`src/logic/lcd_clock_pkg.sv`:
```
// --------------------------------------
// lcd clock display package
// shared character, mode and sequencer
// types, LCD glyph codes and commands
// --------------------------------------
package lcd_clock_pkg;

    typedef logic [7:0] char_t;         // ascii or lcd glyph code
    typedef logic [5:0] mode_code_t;    // raw mode input
    typedef logic [4:0] char_index_t;   // screen position 0..31

    typedef enum mode_code_t {
        TIME_VIEW       = 6'b000000,
        TIME_EDIT       = 6'b010000,
        TIME_EDIT_HOUR  = 6'b010011,
        TIME_EDIT_MIN   = 6'b010101,
        TIME_EDIT_SEC   = 6'b010111,
        ALARM_VIEW      = 6'b100001,
        ALARM_EDIT      = 6'b110001,
        ALARM_EDIT_HOUR = 6'b110011,
        ALARM_EDIT_MIN  = 6'b110101,
        ALARM_EDIT_SEC  = 6'b110111
    } display_mode_t;

    typedef enum logic [2:0] {
        POWERUP,
        FUNCTION_SET,
        DISPLAY_ON,
        ENTRY_MODE,
        LINE1,
        LINE2,
        RETURN_HOME
    } seq_state_t;

    localparam char_t CHAR_SPACE = 8'h20;
    localparam char_t CHAR_COLON = 8'h3A;
    localparam char_t CHAR_A     = 8'h41;
    localparam char_t CHAR_P     = 8'h50;
    localparam char_t CHAR_M     = 8'h4D;

    localparam char_t GLYPH_BELL = 8'h98;   // rom glyph, alarm bell
    localparam char_t GLYPH_NOTE = 8'h91;   // rom glyph, music note
    localparam char_t GLYPH_EDIT = 8'hA9;   // rom glyph, edit marker

    localparam char_t CMD_FUNCTION_SET = 8'h3C;  // 8-bit bus, 2 lines
    localparam char_t CMD_DISPLAY_ON   = 8'h0C;  // display on, no cursor
    localparam char_t CMD_ENTRY_MODE   = 8'h06;  // increment, no shift
    localparam char_t CMD_RETURN_HOME  = 8'h02;
    localparam char_t CMD_LINE1_ADDR   = 8'h80;
    localparam char_t CMD_LINE2_ADDR   = 8'hC0;

    localparam int LINE_CHARS       = 16;
    localparam int LINE_SLOT_CYCLES = 18;   // address, 16 chars, pad

endpackage

```
`src/logic/screen_composer.sv`:
```
// --------------------------------------
// screen composer
// builds the 2x16 character buffer from
// the mode, time or alarm digits, the
// flags and the blink phase
// --------------------------------------
module screen_composer (
    input  logic                       CLK,
    input  logic                       RESETN,
    input  lcd_clock_pkg::mode_code_t  mode,
    input  lcd_clock_pkg::char_t       hour_tens,
    input  lcd_clock_pkg::char_t       hour_units,
    input  lcd_clock_pkg::char_t       min_tens,
    input  lcd_clock_pkg::char_t       min_units,
    input  lcd_clock_pkg::char_t       sec_tens,
    input  lcd_clock_pkg::char_t       sec_units,
    input  lcd_clock_pkg::char_t       alarm_hour_tens,
    input  lcd_clock_pkg::char_t       alarm_hour_units,
    input  lcd_clock_pkg::char_t       alarm_min_tens,
    input  lcd_clock_pkg::char_t       alarm_min_units,
    input  lcd_clock_pkg::char_t       alarm_sec_tens,
    input  lcd_clock_pkg::char_t       alarm_sec_units,
    input  logic                       twelve_hour,
    input  logic                       alarm_enabled,
    input  logic                       alarm_ringing,
    input  logic                       blink_hidden,
    input  lcd_clock_pkg::char_index_t char_index,
    output logic                       blink_run,
    output lcd_clock_pkg::char_t       screen_char
);

    localparam int SCREEN_CHARS = 2 * lcd_clock_pkg::LINE_CHARS;

    lcd_clock_pkg::display_mode_t disp_mode;
    logic                         known_mode;
    logic                         alarm_side;
    logic                         edit_view;
    logic                         edit_hour;
    logic                         edit_min;
    logic                         edit_sec;
    lcd_clock_pkg::char_t         h10, h1, m10, m1, s10, s1;
    logic [6:0]                   hour_value;
    logic                         pm;
    lcd_clock_pkg::char_t         next_screen [SCREEN_CHARS];
    lcd_clock_pkg::char_t         screen_buf  [SCREEN_CHARS];

    assign disp_mode = lcd_clock_pkg::display_mode_t'(mode);

    always_comb
    begin
        known_mode = 1'b1;
        edit_view  = 1'b0;
        edit_hour  = 1'b0;
        edit_min   = 1'b0;
        edit_sec   = 1'b0;
        case (disp_mode)
            lcd_clock_pkg::TIME_VIEW,
            lcd_clock_pkg::ALARM_VIEW:      known_mode = 1'b1;
            lcd_clock_pkg::TIME_EDIT,
            lcd_clock_pkg::ALARM_EDIT:      edit_view = 1'b1;
            lcd_clock_pkg::TIME_EDIT_HOUR,
            lcd_clock_pkg::ALARM_EDIT_HOUR:
            begin
                edit_view = 1'b1;
                edit_hour = 1'b1;
            end
            lcd_clock_pkg::TIME_EDIT_MIN,
            lcd_clock_pkg::ALARM_EDIT_MIN:
            begin
                edit_view = 1'b1;
                edit_min  = 1'b1;
            end
            lcd_clock_pkg::TIME_EDIT_SEC,
            lcd_clock_pkg::ALARM_EDIT_SEC:
            begin
                edit_view = 1'b1;
                edit_sec  = 1'b1;
            end
            default:                        known_mode = 1'b0;  // blank screen
        endcase
    end

    assign alarm_side = mode[5];    // all alarm codes share the top bit
    assign blink_run  = edit_hour | edit_min | edit_sec;

    assign h10 = alarm_side ? alarm_hour_tens  : hour_tens;
    assign h1  = alarm_side ? alarm_hour_units : hour_units;
    assign m10 = alarm_side ? alarm_min_tens   : min_tens;
    assign m1  = alarm_side ? alarm_min_units  : min_units;
    assign s10 = alarm_side ? alarm_sec_tens   : sec_tens;
    assign s1  = alarm_side ? alarm_sec_units  : sec_units;

    // ascii digit low nibble is its value
    assign hour_value = 7'(h10[3:0]) * 7'd10 + 7'(h1[3:0]);
    assign pm         = (hour_value >= 7'd12);

    always_comb
    begin
        for (int i = 0; i < SCREEN_CHARS; i++)
            next_screen[i] = lcd_clock_pkg::CHAR_SPACE;
        if (known_mode)
        begin
            next_screen[1] = (edit_hour && blink_hidden) ? lcd_clock_pkg::CHAR_SPACE : h10;
            next_screen[2] = (edit_hour && blink_hidden) ? lcd_clock_pkg::CHAR_SPACE : h1;
            next_screen[3] = lcd_clock_pkg::CHAR_COLON;
            next_screen[4] = (edit_min && blink_hidden) ? lcd_clock_pkg::CHAR_SPACE : m10;
            next_screen[5] = (edit_min && blink_hidden) ? lcd_clock_pkg::CHAR_SPACE : m1;
            next_screen[6] = lcd_clock_pkg::CHAR_COLON;
            next_screen[7] = (edit_sec && blink_hidden) ? lcd_clock_pkg::CHAR_SPACE : s10;
            next_screen[8] = (edit_sec && blink_hidden) ? lcd_clock_pkg::CHAR_SPACE : s1;
            if (twelve_hour)
            begin
                next_screen[10] = pm ? lcd_clock_pkg::CHAR_P : lcd_clock_pkg::CHAR_A;
                next_screen[11] = lcd_clock_pkg::CHAR_M;
            end
            if (alarm_side)
                next_screen[13] = lcd_clock_pkg::GLYPH_BELL;
            if (edit_view)
                next_screen[14] = lcd_clock_pkg::GLYPH_EDIT;
            if (alarm_ringing)
                next_screen[29] = lcd_clock_pkg::GLYPH_NOTE;  // line 2
            if (alarm_enabled)
                next_screen[30] = lcd_clock_pkg::GLYPH_BELL;
        end
    end

    always_ff @(posedge CLK)
    begin
        if (!RESETN)
        begin
            for (int i = 0; i < SCREEN_CHARS; i++)
                screen_buf[i] <= lcd_clock_pkg::CHAR_SPACE;
        end
        else
            screen_buf <= next_screen;
    end

    assign screen_char = screen_buf[char_index];    // read port for the sequencer

endmodule

```
`src/logic/blink_timer.sv`:
```
// --------------------------------------
// blink timer
// toggles the hidden phase of an edited
// field, up to a fixed number of toggles
// --------------------------------------
module blink_timer #(
    parameter int BLINK_HALF_CYCLES = 500,
    parameter int BLINK_TOGGLES     = 20
) (
    input  logic CLK,
    input  logic RESETN,
    input  logic blink_run,
    output logic blink_hidden
);

    localparam int CYCLE_W  = $clog2(BLINK_HALF_CYCLES + 1);
    localparam int TOGGLE_W = $clog2(BLINK_TOGGLES + 1);

    logic [CYCLE_W-1:0]  cycle_cnt;
    logic [TOGGLE_W-1:0] toggle_cnt;

    always_ff @(posedge CLK)
    begin
        if (!RESETN || !blink_run)
        begin
            cycle_cnt    <= '0;
            toggle_cnt   <= '0;
            blink_hidden <= 1'b0;
        end
        else if (toggle_cnt != TOGGLE_W'(BLINK_TOGGLES))    // still blinking
        begin
            if (cycle_cnt == CYCLE_W'(BLINK_HALF_CYCLES - 1))
            begin
                cycle_cnt    <= '0;
                toggle_cnt   <= toggle_cnt + 1'b1;
                // last toggle always leaves the field shown
                blink_hidden <= (toggle_cnt == TOGGLE_W'(BLINK_TOGGLES - 1)) ? 1'b0
                                                                           : ~blink_hidden;
            end
            else
                cycle_cnt <= cycle_cnt + 1'b1;
        end
    end

endmodule

```
`src/logic/lcd_sequencer.sv`:
```
// --------------------------------------
// lcd sequencer
// power-up wait, init commands, then a
// line 1 / line 2 / return home refresh
// loop, one bus byte per cycle
// --------------------------------------
module lcd_sequencer #(
    parameter int POWERUP_CYCLES = 71,
    parameter int CMD_CYCLES     = 31
) (
    input  logic                       CLK,
    input  logic                       RESETN,
    input  lcd_clock_pkg::char_t       screen_char,
    output lcd_clock_pkg::char_index_t char_index,
    output logic                       lcd_e,
    output logic                       lcd_rs,
    output logic                       lcd_rw,
    output lcd_clock_pkg::char_t       lcd_data
);

    localparam int LONGEST_WAIT = (POWERUP_CYCLES > CMD_CYCLES) ? POWERUP_CYCLES : CMD_CYCLES;
    localparam int LONGEST_SLOT = (LONGEST_WAIT > lcd_clock_pkg::LINE_SLOT_CYCLES)
                                  ? LONGEST_WAIT : lcd_clock_pkg::LINE_SLOT_CYCLES;
    localparam int COUNT_W      = $clog2(LONGEST_SLOT);

    lcd_clock_pkg::seq_state_t state, next_state;
    logic [COUNT_W-1:0]        slot_cnt;
    logic [COUNT_W-1:0]        slot_last;
    logic                      slot_done;
    logic [3:0]                char_offset;

    always_comb
    begin
        case (state)
            lcd_clock_pkg::POWERUP:      slot_last = COUNT_W'(POWERUP_CYCLES - 1);
            lcd_clock_pkg::FUNCTION_SET,
            lcd_clock_pkg::DISPLAY_ON,
            lcd_clock_pkg::ENTRY_MODE:   slot_last = COUNT_W'(CMD_CYCLES - 1);
            default:                     slot_last = COUNT_W'(lcd_clock_pkg::LINE_SLOT_CYCLES - 1);
        endcase
    end

    assign slot_done = (slot_cnt == slot_last);

    always_comb
    begin
        next_state = state;
        if (slot_done)
        begin
            case (state)
                lcd_clock_pkg::POWERUP:      next_state = lcd_clock_pkg::FUNCTION_SET;
                lcd_clock_pkg::FUNCTION_SET: next_state = lcd_clock_pkg::DISPLAY_ON;
                lcd_clock_pkg::DISPLAY_ON:   next_state = lcd_clock_pkg::ENTRY_MODE;
                lcd_clock_pkg::ENTRY_MODE:   next_state = lcd_clock_pkg::LINE1;
                lcd_clock_pkg::LINE1:        next_state = lcd_clock_pkg::LINE2;
                lcd_clock_pkg::LINE2:        next_state = lcd_clock_pkg::RETURN_HOME;
                lcd_clock_pkg::RETURN_HOME:  next_state = lcd_clock_pkg::LINE1;
                default:                     next_state = lcd_clock_pkg::POWERUP;
            endcase
        end
    end

    always_ff @(posedge CLK)
    begin
        if (!RESETN)
        begin
            state    <= lcd_clock_pkg::POWERUP;
            slot_cnt <= '0;
        end
        else
        begin
            state    <= next_state;
            slot_cnt <= slot_done ? '0 : slot_cnt + 1'b1;
        end
    end

    // slot cycles 1..16 carry characters 0..15 of the line
    assign char_offset = slot_cnt[3:0] - 4'd1;
    assign char_index  = {state == lcd_clock_pkg::LINE2, char_offset};

    always_ff @(posedge CLK)
    begin
        if (!RESETN)
        begin
            lcd_e    <= 1'b0;
            lcd_rs   <= 1'b1;
            lcd_rw   <= 1'b1;
            lcd_data <= '0;
        end
        else
        begin
            lcd_e  <= (state != lcd_clock_pkg::POWERUP);
            lcd_rw <= (state == lcd_clock_pkg::POWERUP);
            lcd_rs <= 1'b0;
            case (state)
                lcd_clock_pkg::FUNCTION_SET: lcd_data <= lcd_clock_pkg::CMD_FUNCTION_SET;
                lcd_clock_pkg::DISPLAY_ON:   lcd_data <= lcd_clock_pkg::CMD_DISPLAY_ON;
                lcd_clock_pkg::ENTRY_MODE:   lcd_data <= lcd_clock_pkg::CMD_ENTRY_MODE;
                lcd_clock_pkg::RETURN_HOME:  lcd_data <= lcd_clock_pkg::CMD_RETURN_HOME;
                lcd_clock_pkg::LINE1,
                lcd_clock_pkg::LINE2:
                begin
                    if (slot_cnt == '0)
                        lcd_data <= (state == lcd_clock_pkg::LINE2) ? lcd_clock_pkg::CMD_LINE2_ADDR
                                                                    : lcd_clock_pkg::CMD_LINE1_ADDR;
                    else if (slot_cnt <= COUNT_W'(lcd_clock_pkg::LINE_CHARS))
                    begin
                        lcd_rs   <= 1'b1;
                        lcd_data <= screen_char;
                    end
                    else
                    begin
                        lcd_rs   <= 1'b1;
                        lcd_data <= lcd_clock_pkg::CHAR_SPACE;  // pad byte
                    end
                end
                default:
                begin
                    lcd_rs   <= 1'b1;   // power-up idle bus
                    lcd_data <= '0;
                end
            endcase
        end
    end

endmodule

```
`src/logic/lcd_clock_top.sv`:
```
// --------------------------------------
// lcd clock display top level
// screen composer, blink timer and the
// LCD bus sequencer
// --------------------------------------
module lcd_clock_top #(
    parameter int POWERUP_CYCLES    = 71,
    parameter int CMD_CYCLES        = 31,
    parameter int BLINK_HALF_CYCLES = 500,
    parameter int BLINK_TOGGLES     = 20
) (
    input  logic                      CLK,
    input  logic                      RESETN,
    input  lcd_clock_pkg::mode_code_t mode,
    input  lcd_clock_pkg::char_t      hour_tens,
    input  lcd_clock_pkg::char_t      hour_units,
    input  lcd_clock_pkg::char_t      min_tens,
    input  lcd_clock_pkg::char_t      min_units,
    input  lcd_clock_pkg::char_t      sec_tens,
    input  lcd_clock_pkg::char_t      sec_units,
    input  lcd_clock_pkg::char_t      alarm_hour_tens,
    input  lcd_clock_pkg::char_t      alarm_hour_units,
    input  lcd_clock_pkg::char_t      alarm_min_tens,
    input  lcd_clock_pkg::char_t      alarm_min_units,
    input  lcd_clock_pkg::char_t      alarm_sec_tens,
    input  lcd_clock_pkg::char_t      alarm_sec_units,
    input  logic                      twelve_hour,
    input  logic                      alarm_enabled,
    input  logic                      alarm_ringing,
    output logic                      lcd_e,
    output logic                      lcd_rs,
    output logic                      lcd_rw,
    output lcd_clock_pkg::char_t      lcd_data
);

    logic                        blink_run;
    logic                        blink_hidden;
    lcd_clock_pkg::char_index_t  char_index;
    lcd_clock_pkg::char_t        screen_char;

    screen_composer u_screen_composer (
        .CLK              (CLK),
        .RESETN           (RESETN),
        .mode             (mode),
        .hour_tens        (hour_tens),
        .hour_units       (hour_units),
        .min_tens         (min_tens),
        .min_units        (min_units),
        .sec_tens         (sec_tens),
        .sec_units        (sec_units),
        .alarm_hour_tens  (alarm_hour_tens),
        .alarm_hour_units (alarm_hour_units),
        .alarm_min_tens   (alarm_min_tens),
        .alarm_min_units  (alarm_min_units),
        .alarm_sec_tens   (alarm_sec_tens),
        .alarm_sec_units  (alarm_sec_units),
        .twelve_hour      (twelve_hour),
        .alarm_enabled    (alarm_enabled),
        .alarm_ringing    (alarm_ringing),
        .blink_hidden     (blink_hidden),
        .char_index       (char_index),
        .blink_run        (blink_run),
        .screen_char      (screen_char)
    );

    blink_timer #(
        .BLINK_HALF_CYCLES (BLINK_HALF_CYCLES),
        .BLINK_TOGGLES     (BLINK_TOGGLES)
    ) u_blink_timer (
        .CLK          (CLK),
        .RESETN       (RESETN),
        .blink_run    (blink_run),
        .blink_hidden (blink_hidden)
    );

    lcd_sequencer #(
        .POWERUP_CYCLES (POWERUP_CYCLES),
        .CMD_CYCLES     (CMD_CYCLES)
    ) u_lcd_sequencer (
        .CLK         (CLK),
        .RESETN      (RESETN),
        .screen_char (screen_char),
        .char_index  (char_index),
        .lcd_e       (lcd_e),
        .lcd_rs      (lcd_rs),
        .lcd_rw      (lcd_rw),
        .lcd_data    (lcd_data)
    );

endmodule

```
`config.mk`:
```
export PLATFORM = sky130hd
export DESIGN_NAME = lcd_clock_top
export DESIGN_NICKNAME = d
export VERILOG_FILES = /design/src/logic/lcd_clock_pkg.sv /design/src/logic/screen_composer.sv /design/src/logic/blink_timer.sv /design/src/logic/lcd_sequencer.sv /design/src/logic/lcd_clock_top.sv
export SDC_FILE = /design/constraint.sdc
export NUM_CORES = 1
export LEC_CHECK = 0
export ABC_AREA = 1
export BUFFER_PORTS_ARGS = -buffer_cell sky130_fd_sc_hd__buf_2
export CAP_MARGIN = 25
export CORE_ASPECT_RATIO = 0.8
export CORE_UTILIZATION = 54
export CTS_CLUSTER_SIZE = 14
export DETAILED_ROUTE_END_ITERATION = 12
export HOLD_SLACK_MARGIN = 0.02
export PLACE_DENSITY = 0.8
export SETUP_SLACK_MARGIN = 0.15
export SYNTH_ARGS = -nofsm -noshare
export SYNTH_HDL_FRONTEND = slang
export SYNTH_SLANG_ARGS = --single-unit
```
`constraint.sdc`:
```
create_clock -name CLK -period 2.7 [get_ports CLK]
set_input_delay 0.27 -clock CLK [delete_from_list [all_inputs] [get_ports CLK]]
set_output_delay 0.27 -clock CLK [all_outputs]
set_load 0.02 [all_outputs]
```
==> results.md, run 1 <==
- Total CTS buffers: 9
- Critical Path RT: 2920 ps
- Finished Cell Area: 0.00595 mm2
- Core Box Area: 0.00871 mm2
- H-tree depth: 3
- FF+latch count, synth: 98
- Clk Latency, worst-skew pair: 340 ps
- Iter 0 DRT Violations: 358
- Final hold vios: 0
- Area of the die: 0.00964 mm2
- Period utilization: 86.9%
- Avg Cell Area, Syn: 6.91 um2
- Hold Crit Class: in2reg
- Initial antenna violation count: 0
- Clock sink count: 98
- Logic pwr share: 17.9%
- Worst Skew: 7.63 ps
- Mapped cell area: 0.00499 mm2
- Largest net degree at the start of global routing: 43
- Pwr Total: 3.37 mW
- Clock power frac: 38.0%
- Area grow syn2layout: 19.2%
- CP Launch Type: flop
- Worst setup EP type: flop
- Post-synth EDFFs: 0
- Ys async rst share: 0%
- Vias per cell: 5.20
- Initial Util: 57.4%
- Slew at the pin closest to its max-slew limit: 531 ps
- DR WL/cell: 13.5 um
- Most common cell after layout, fill and taps aside: nand2_1
- Status: complete, no violations
- Share of the synthesized area in the top cell type: 39.3%
- Setup TNS: 0 ps
- Pint: 2.43 mW
- Synth Flop Type: dfxtp_1
- Synth top area cells: dfxtp_1 (39%), nand2_1 (18%), nand3_1 (5.3%)
- Leading area contributor after synthesis: dfxtp_1
- Row count: 30
- Worst-path clk slew: 70 ps
- Post-Route WL: 12800 um
- Peak supply drop: 0.328 mV
- GRT Util Overall: 28.3%
- DR vias: 4952
- Hold buffer count at cts: 0
- Yosys warning total: 0
- PwrDens: 567 mW/mm2
- Post-layout min period: 2350 ps
- Sequential power share: 44.2%
- RSZ-0062 raised after global routing: false
- DP Wirelength: 9900 um
- # diodes: 0
- Drt pass-1 iters: 5
- Fmax: 426 MHz
- Final setup fails: 0
- Global placement routability congestion: 0.927
- PortBufs: 117
- Die Ht: 88.0 um
- CP Class: reg2reg
- Post-DRT Antenna Nets: 0
- Most frequent cells in the layout: nand2_1 (237), buf_2 (117), dfxtp_1 (98), inv_1 (62), nor2_1 (56)
- Width of the die: 110 um
- Seq/Total Area, Yosys: 39.3%
- CTS tree: done
- Clock buffer depth: 2
- Layout cells sized above 1: 23.7%
- CP max FO: 8
- Grt ovf: 0
- Clock root buffer master: clkbuf_16
- First-pass GRT wire length: 20700 um
- Max Cap Viol: 0
- Sw Pwr: 950 uW
- Leak: 2.78 nW
- Slew HR: 64.5%
- DRC: 0
- IO Count: 118
- Count of cell types in the netlist: 42
- Vias in the first global route: 4389
- Placement Cell Area: 0.00565 mm2
- Fin util: 68.4%
- Layout Nets: 956
- Arrival @ worst endpoint: 2570 ps
- Cell count after synthesis: 723
- Slew Limit Fails: 0
- Sw frac: 28.1%
- Synth Net Count: 844
## power groups by stage
stage | clock (mW) | combinational [mW] | sequential [mW]
after global placement | 0 | 0.582 | 1.52
after detailed placement | 0 | 0.589 | 1.52
after CTS | 1.30 | 0.592 | 1.49
after global routing | 1.37 | 0.679 | 1.49
final | 1.28 | 0.603 | 1.49
after floorplan | 0 | 0.404 | 1.52
## repair_timing
action | 4_1_cts | 5_1_grt
gates resized for setup | 0 | 2
buffers inserted | 0 | 0
setup endpoints to repair | 0 | 1
## worst max-delay path: stages, from the launching register on
cell and delay (ps):
dfxtp_1 440, inv_1 90, ha_1 490, buf_4 240, nand2_1 150, or2_2 320
o211ai_1 110, nand2_1 70, nand2_1 70, nand2_1 50, nand2_1 110, a21oi_1 90
## synthesized netlist by cell type (2+ instances only)
cell / count
nor3_4: 2
buf_6: 3
o22ai_1: 4
nand2_2: 9
nand3_1: 53
inv_1: 62
buf_4: 2
nor2_2: 4
o21ai_0: 30
fa_1: 2
nand2_4: 2
buf_2: 9
clkbuf_1: 10
dfxtp_1: 98
nand2_1: 237
xor2_1: 4
inv_2: 10
o211ai_1: 2
nand4_1: 7
ha_1: 12
or2_2: 7
nor3b_1: 2
a21oi_1: 47
nor3_1: 10
a21oi_2: 21
nor2_1: 56
xnor2_1: 3
## final timing paths
check | startpoint | to | slack (ps) | cells after the start
worst max-delay path | u_lcd_sequencer.slot_cnt[1] | u_lcd_sequencer.lcd_data[2] | 350 | 11
worst min-delay path | twelve_hour | u_screen_composer.screen_buf[173] | 120 | 2
worst max register to register | u_lcd_sequencer.slot_cnt[1] | u_lcd_sequencer.lcd_data[2] | 350 | 11
worst min register to register | u_blink_timer.toggle_cnt[4] | u_blink_timer.toggle_cnt[4] | 470 | 2
## state kept, by name, summed over array words and instances, names as in the netlist
signal                        cells
u_blink_timer.cycle_cnt           9
u_screen_composer.screen_buf     62
u_lcd_sequencer.slot_cnt          7
u_lcd_sequencer.lcd_rs            1
u_lcd_sequencer.state             3
u_blink_timer.toggle_cnt          5
u_blink_timer.blink_hidden        1
u_lcd_sequencer.lcd_rw            1
u_lcd_sequencer.lcd_data          8
u_lcd_sequencer.lcd_e             1
## cells by family (layout without fill, tap and decap cells)
group                      count (synthesis)  count (layout)  share of synthesized area, %
adders and majority gates                 14              14                          3.81
xor gates and xnor gates                   7               7                          1.23
and+or+nand+nor                          395             395                          34.1
buffers and inverters                     97             214                          8.12
DFF                                       98              98                          39.3
AOI/OAI and AO/OA                        112             112                          13.5
## metrics by stage
step                hold WS [ps]  setup WS (ps)  std cells
floorplan                    339            321        723
global placement             450            183        936
detailed placement           462            127        936
CTS                          109            377        952
global route                 113            193        952
finish                       115            355        952
## cell type report
type,instances,area [um2]
fill,750,2750
sequential,98,1960
clock inverter,6,73.8
multi-input combinational,528,2630
tap,112,140
timing repair buffer,125,646
clock buffer,10,229
inverter,73,277
## layer usage
| metal | routed length [um] | track usage, % | up-vias |
|---|---|---|---|
| li1 | - | - | 2530 |
| met1 | 6210 | 40.2 | 2198 |
| met2 | 5450 | 43.1 | 203 |
| met3 | 923 | 6.03 | 21 |
| met4 | 219 | 8.97 | 0 |
| met5 | 0 | 0 | - |
Power figures use the tool's default switching activity.
==> run 2: changes to the inputs <==
Settings changed: RECOVER_POWER set to 100.
==> results.md, run 2 (synthesis gave the netlist of run 1 again) <==
- Status: complete, no violations
- Die Ht: 88.0 um (unchanged)
- GRT Util Overall: 28.3% (unchanged)
- Max Cap Viol: 0 (unchanged)
- Sequential power share: 44.3% (about the same)
- Hold Crit Class: in2reg
- Slew at the pin closest to its max-slew limit: 725 ps (+194 ps)
- Area grow syn2layout: 16.6%
- Total CTS buffers: 9 (unchanged)
- Sw frac: 28.0% (-0.17 points)
- Most common cell after layout, fill and taps aside: nand2_1
- Largest registers: u_screen_composer.screen_buf x62, u_blink_timer.cycle_cnt x9, u_lcd_sequencer.lcd_data x8
- CTS tree: done
- Logic pwr share: 17.6% (-0.3 points)
- Vias in the first global route: 4389 (unchanged)
- Arrival @ worst endpoint: 2640 ps (+70 ps)
- Clock root buffer master: clkbuf_16
- IO Count: 118 (unchanged)
- # diodes: 0 (unchanged)
- Width of the die: 110 um (unchanged)
- Final setup fails: 0 (unchanged)
- PwrDens: 577 mW/mm2 (+1.8%)
- Fillers: 789 (+5.2%)
- Layout Nets: 956 (unchanged)
- Place WS: 127 ps (unchanged)
- DRC: 0 (unchanged)
- Placement Cell Area: 0.00565 mm2 (unchanged)
- RSZ-0062 raised after global routing: false
- Worst-path clk slew: 70 ps (about the same)
- H-tree depth: 3 (unchanged)
- Core Box Area: 0.00871 mm2 (unchanged)
- Fmax: 419 MHz (-1.8%)
- Clock sink count: 98 (unchanged)
- Worst Skew: 7.26 ps (-0.375 ps)
- Slew Limit Fails: 0 (unchanged)
- Sw Pwr: 940 uW (-0.97%)
- DP Wirelength: 9900 um (unchanged)
- CP Class: reg2reg
- Finished Layout Cells: 952 (unchanged)
- Area taken by multi-input logic gates: 0.00252 mm2 (-4.2%)
- Iter 0 DRT Violations: 410 (+15%)
- Row count: 30 (unchanged)
- Grt ovf: 0 (unchanged)
- Placed insts: 936 (unchanged)
- Most frequent cells in the layout: nand2_1 (243), buf_2 (105), dfxtp_1 (98), inv_1 (66), a21oi_1 (64)
- Global placement routability congestion: 0.927 (unchanged)
- DR WL/cell: 13.5 um (+0.37%)
- Peak supply drop: 0.328 mV (about the same)
- PortBufs: 117 (unchanged)
- Top reg by flops: u_screen_composer.screen_buf
- Post-DRT Antenna Nets: 0 (unchanged)
- Period utilization: 88.4% (+1.6 points)
- Slew HR: 51.6% (-13 points)
- Leak: 2.74 nW (-1.5%)
- First-pass GRT wire length: 20700 um (unchanged)
- Post-layout min period: 2390 ps (+42.4 ps)
- Finished Cell Area: 0.00583 mm2 (-2.2%)
- Area of the die: 0.00964 mm2 (unchanged)
- DR vias: 4909 (-0.87%)
- Pint: 2.42 mW (-0.13%)
- Layout cells sized above 1: 18.6% (-5.1 points)
- Initial antenna violation count: 0 (unchanged)
- Clock power frac: 38.1% (about the same)
- Initial Util: 57.4% (unchanged)
- Final hold vios: 0 (unchanged)
- Fin worst setup slack: 313 ps (-42.4 ps)
- Clk Latency, worst-skew pair: 340 ps (about the same)
- Fin util: 66.9% (-1.5 points)
- Sequential Area: 0.00196 mm2 (unchanged)
- Setup TNS: 0 ps (unchanged)
- Critical Path RT: 2950 ps (+30 ps)
- Clock buffer depth: 2 (unchanged)
- Max FFs per register: 62 (unchanged)
- Vias per cell: 5.16 (-0.87%)
- CP Launch Type: flop
- Largest net degree at the start of global routing: 43 (unchanged)
- Post-Route WL: 12900 um (+0.37%)
- CP max FO: 15 (+7)
- Worst setup EP type: flop
- Drt pass-1 iters: 5 (unchanged)
[run 2: cell count changes in the layout (fill, tap and decap cells not counted), moves of 2 or more]
cell and change:
a21oi_2 -17, nand2_1 +6, inv_1 +4, clkbuf_1 +13
inv_2 -4, a21oi_1 +17, nand2_4 -2, nor2_1 +2
nand2_2 -4, buf_2 -12
[run 2: final timing paths]
path / from / endpoint / slack (ps) / depth (start not counted)
hold reg to reg: u_blink_timer.toggle_cnt[4] / u_blink_timer.toggle_cnt[4] / 470 / 2
hold / removal: twelve_hour / u_screen_composer.screen_buf[173] / 100 / 2
setup reg to reg: u_lcd_sequencer.slot_cnt[1] / u_lcd_sequencer.lcd_data[7] / 310 / 11
setup / recovery: u_lcd_sequencer.slot_cnt[1] / u_lcd_sequencer.lcd_data[7] / 310 / 11
[run 2: cell type report]
class,count,area share [%]
sequential,98,33.7
clock inverter,6,1.27
clock buffer,10,3.93
tap,112,2.41
inverter,73,4.75
multi-input combinational,528,43.2
timing repair buffer,125,10.8
[run 2: through the flow]
stage / total power [mW] / hold slack [ps]
2_1_floorplan: 1.92 / 339
3_5_place_dp: 2.11 / 462
5_1_grt: 3.52 / 103
6_report: 3.36 / 105
3_3_place_gp: 2.10 / 450
4_1_cts: 3.38 / 109
[run 2: repair_timing]
item | 4_1_cts | 5_1_grt
setup endpoints to repair | 0 | 1
gates resized for setup | 0 | 2
endpoints found under the hold margin | 0 | 0
setup buffers | 0 | 0
hold buffers | 0 | 0
[run 2: worst max-delay path, cell delays in order (launching register included)]
cell and delay [ps]:
dfxtp_1 440, inv_1 90, ha_1 420, inv_4 220, nand2_1 180, inv_1 280, nand2_1 120, nand3_1 130
nand3_1 80, nand3_1 90, nand2_1 50, a21boi_0 180
[run 2: layer usage]
metal | GRT usage (%) | share of wire, % | vias up
met5 | 0 | 0 | -
met3 | 6.03 | 7.3 | 17
met2 | 43.1 | 42 | 197
met1 | 40.2 | 49 | 2160
met4 | 8.97 | 1.7 | 0
li1 | - | - | 2535
[run 2: power groups by stage]
stage                     clock, mW  combinational, mW  sequential (mW)
final                          1.28              0.591             1.49
after global routing           1.37              0.667             1.49
after CTS                      1.30              0.592             1.49
after detailed placement          0              0.589             1.52
after global placement            0              0.582             1.52
after floorplan                   0              0.404             1.52
==> run 3: changes to the inputs <==
Settings changed: RECOVER_POWER 100 to 50.
==> results.md, run 3 (synthesis gave the netlist of run 1 again) <==
- Status: complete, no violations
- CP Class: reg2reg
- Final setup fails: 0 (unchanged)
- Peak supply drop: 0.328 mV (-0.11%)
- Arrival @ worst endpoint: 2570 ps (-70 ps)
- Largest net degree at the start of global routing: 43 (unchanged)
- R2R setup slack: 350 ps (+30 ps)
- Width of the die: 110 um (unchanged)
- Drt pass-1 iters: 5 (unchanged)
- Clock buffer depth: 2 (unchanged)
- Clk Latency, worst-skew pair: 340 ps (about the same)
- DP Wirelength: 9900 um (unchanged)
- Post-Route WL: 12900 um (about the same)
- DR vias: 4917 (+0.16%)
- Layout Nets: 956 (unchanged)
- Vias per cell: 5.16 (+0.16%)
- Hold EP: u_screen_composer.screen_buf[173]
- H-tree depth: 3 (unchanged)
- Most common cell after layout, fill and taps aside: nand2_1
- Worst Hold Depth: 2 (unchanged)
- Worst-path clk slew: 70 ps (about the same)
- FF-to-FF path depth: 11 (unchanged)
- Hold Crit Class: in2reg
- Fin worst setup slack: 348 ps (+34.9 ps)
- Period utilization: 87.1% (-1.3 points)
- DR WL/cell: 13.5 um (about the same)
- CP dominant cell by count: nand2_1
- Clock sink count: 98 (unchanged)
- Fillers: 785 (-0.51%)
- Slew Limit Fails: 0 (unchanged)
- Layout cells sized above 1: 19.4% (+0.83 points)
- Fmax: 425 MHz (+1.5%)
- CP max FO: 8 (-7)
- Critical Path Slowest Stage Cell: ha_1
- Slew HR: 64.6% (+13 points)
- Global placement routability congestion: 0.927 (unchanged)
- Crit path largest cell delay: 490 ps (+50 ps)
- CP top delay family: simple AND/OR/NAND/NOR gates
- Final hold vios: 0 (unchanged)
- Most frequent cells in the layout: nand2_1 (242), buf_2 (105), dfxtp_1 (98), inv_1 (64), a21oi_1 (63)
- Placed insts: 936 (unchanged)
- CTS tree: done
- Grt ovf: 0 (unchanged)
- PortBufs: 117 (unchanged)
- Finished Layout Cells: 952 (unchanged)
- First-pass GRT wire length: 20700 um (unchanged)
- Post-layout min period: 2350 ps (-35.0 ps)
- Post-DRT Antenna Nets: 0 (unchanged)
- Vias in the first global route: 4389 (unchanged)
- Met1 WL: 6300 um (about the same)
- Critical Path RT: 2920 ps (-30 ps)
- Initial Util: 57.4% (unchanged)
- IO Count: 118 (unchanged)
- Setup TNS: 0 ps (unchanged)
- CP Launch Type: flop
- DRC: 0 (unchanged)
- Core Box Area: 0.00871 mm2 (unchanged)
- Row count: 30 (unchanged)
- Total CTS buffers: 9 (unchanged)
- Worst Skew: 7.63 ps (+0.376 ps)
- Place WS: 127 ps (unchanged)
- Area grow syn2layout: 17.1%
- WL met3: 916 um (-2.0%)
- # diodes: 0 (unchanged)
- GRT Util Overall: 28.3% (unchanged)
- Reg2reg start: u_lcd_sequencer.slot_cnt[1]
- RSZ-0062 raised after global routing: false
- Max FFs per register: 62 (unchanged)
- Sequential Area: 0.00196 mm2 (unchanged)
- Largest registers: u_screen_composer.screen_buf x62, u_blink_timer.cycle_cnt x9, u_lcd_sequencer.lcd_data x8
- Top reg by flops: u_screen_composer.screen_buf
- Worst setup EP type: flop
- Clock root buffer master: clkbuf_16
- Iter 0 DRT Violations: 427 (+4.1%)
- Leak: 2.74 nW (about the same)
- Reg2reg end: u_lcd_sequencer.lcd_data[2]
- PwrDens: 575 mW/mm2 (-0.40%)
- Buf+Inv Stages, Crit Path: 2 (-1)
- HP Start: twelve_hour
- Area taken by multi-input logic gates: 0.00254 mm2 (+0.80%)
- Area of the die: 0.00964 mm2 (unchanged)
- Initial antenna violation count: 0 (unchanged)
- Met2 wire len: 5420 um (+0.37%)
- Crit-path cells: inv_1 > ha_1 > buf_4 > nand2_1 > or2_2 > o211ai_1 > nand2_1 > nand2_1 > nand2_1 > nand2_1 > a21oi_1
- Top Metal Used: met4
- Slew at the pin closest to its max-slew limit: 530 ps (-196 ps)
- Max Cap Viol: 0 (unchanged)
- Die Ht: 88.0 um (unchanged)
- Critical path depth: 11 (unchanged)
==> run 3: power by group <==
group	internal [mW]	total [mW]	switching, mW
Sequential	1.47	1.49	0.0156
Clock	0.731	1.28	0.548
Combinational	0.218	0.594	0.376
Total	2.42	3.36	0.940
==> run 3: timing repair <==
action                     4_1_cts  5_1_grt
resized for setup                0        2
setup endpoints to repair        0        1
setup buffers                    0        0
hold buffers                     0        0
==> run 3: routing by layer <==
| layer | vias to the layer above | track usage (%) |
|---|---|---|
| li1 | 2534 | - |
| met4 | 0 | 8.97 |
| met1 | 2169 | 40.2 |
| met5 | - | 0 |
| met3 | 16 | 6.03 |
| met2 | 198 | 43.1 |
==> run 3: layout make-up <==
cell class	count	area share, %
Multi-Input combinational cell	528	43.4
Sequential cell	98	33.5
Clock buffer	10	3.91
Inverter	73	4.73
Tap cell	112	2.40
Clock inverter	6	1.26
Timing Repair Buffer	125	10.8
==> run 3: worst reg2reg max path, delay by kind of cell (launching register included) <==
family / cells / cell delay (ps)
fa+ha+maj: 1 / 490
buf+inv: 2 / 330
flops: 1 / 440
simple gates: 6 / 780
compound gates: 2 / 200
==> run 3: how the worst max path moves through the flow <==
stage	endpoint	start	slack, ps
4_1_cts	u_lcd_sequencer.lcd_data[3]	u_lcd_sequencer.slot_cnt[1]	380
6_report	u_lcd_sequencer.lcd_data[2]	u_lcd_sequencer.slot_cnt[1]	350
3_3_place_gp	u_screen_composer.screen_buf[172]	mode[5]	180
2_1_floorplan	u_screen_composer.screen_buf[172]	mode[5]	320
3_5_place_dp	u_screen_composer.screen_buf[168]	mode[5]	130
5_1_grt	u_screen_composer.screen_buf[168]	mode[5]	160
==> run 3: stage by stage <==
stage / cell area [um2] / utilization (%) / power (mW) / hold WS, ps
global placement: 5650 / 64.9 / 2.10 / 450
floorplan: 4990 / - / 1.92 / 339
detailed placement: 5650 / 64.9 / 2.11 / 462
finish: 5850 / 67.2 / 3.36 / 106
CTS: 5950 / 68.3 / 3.38 / 109
global route: 5850 / 67.2 / 3.53 / 103
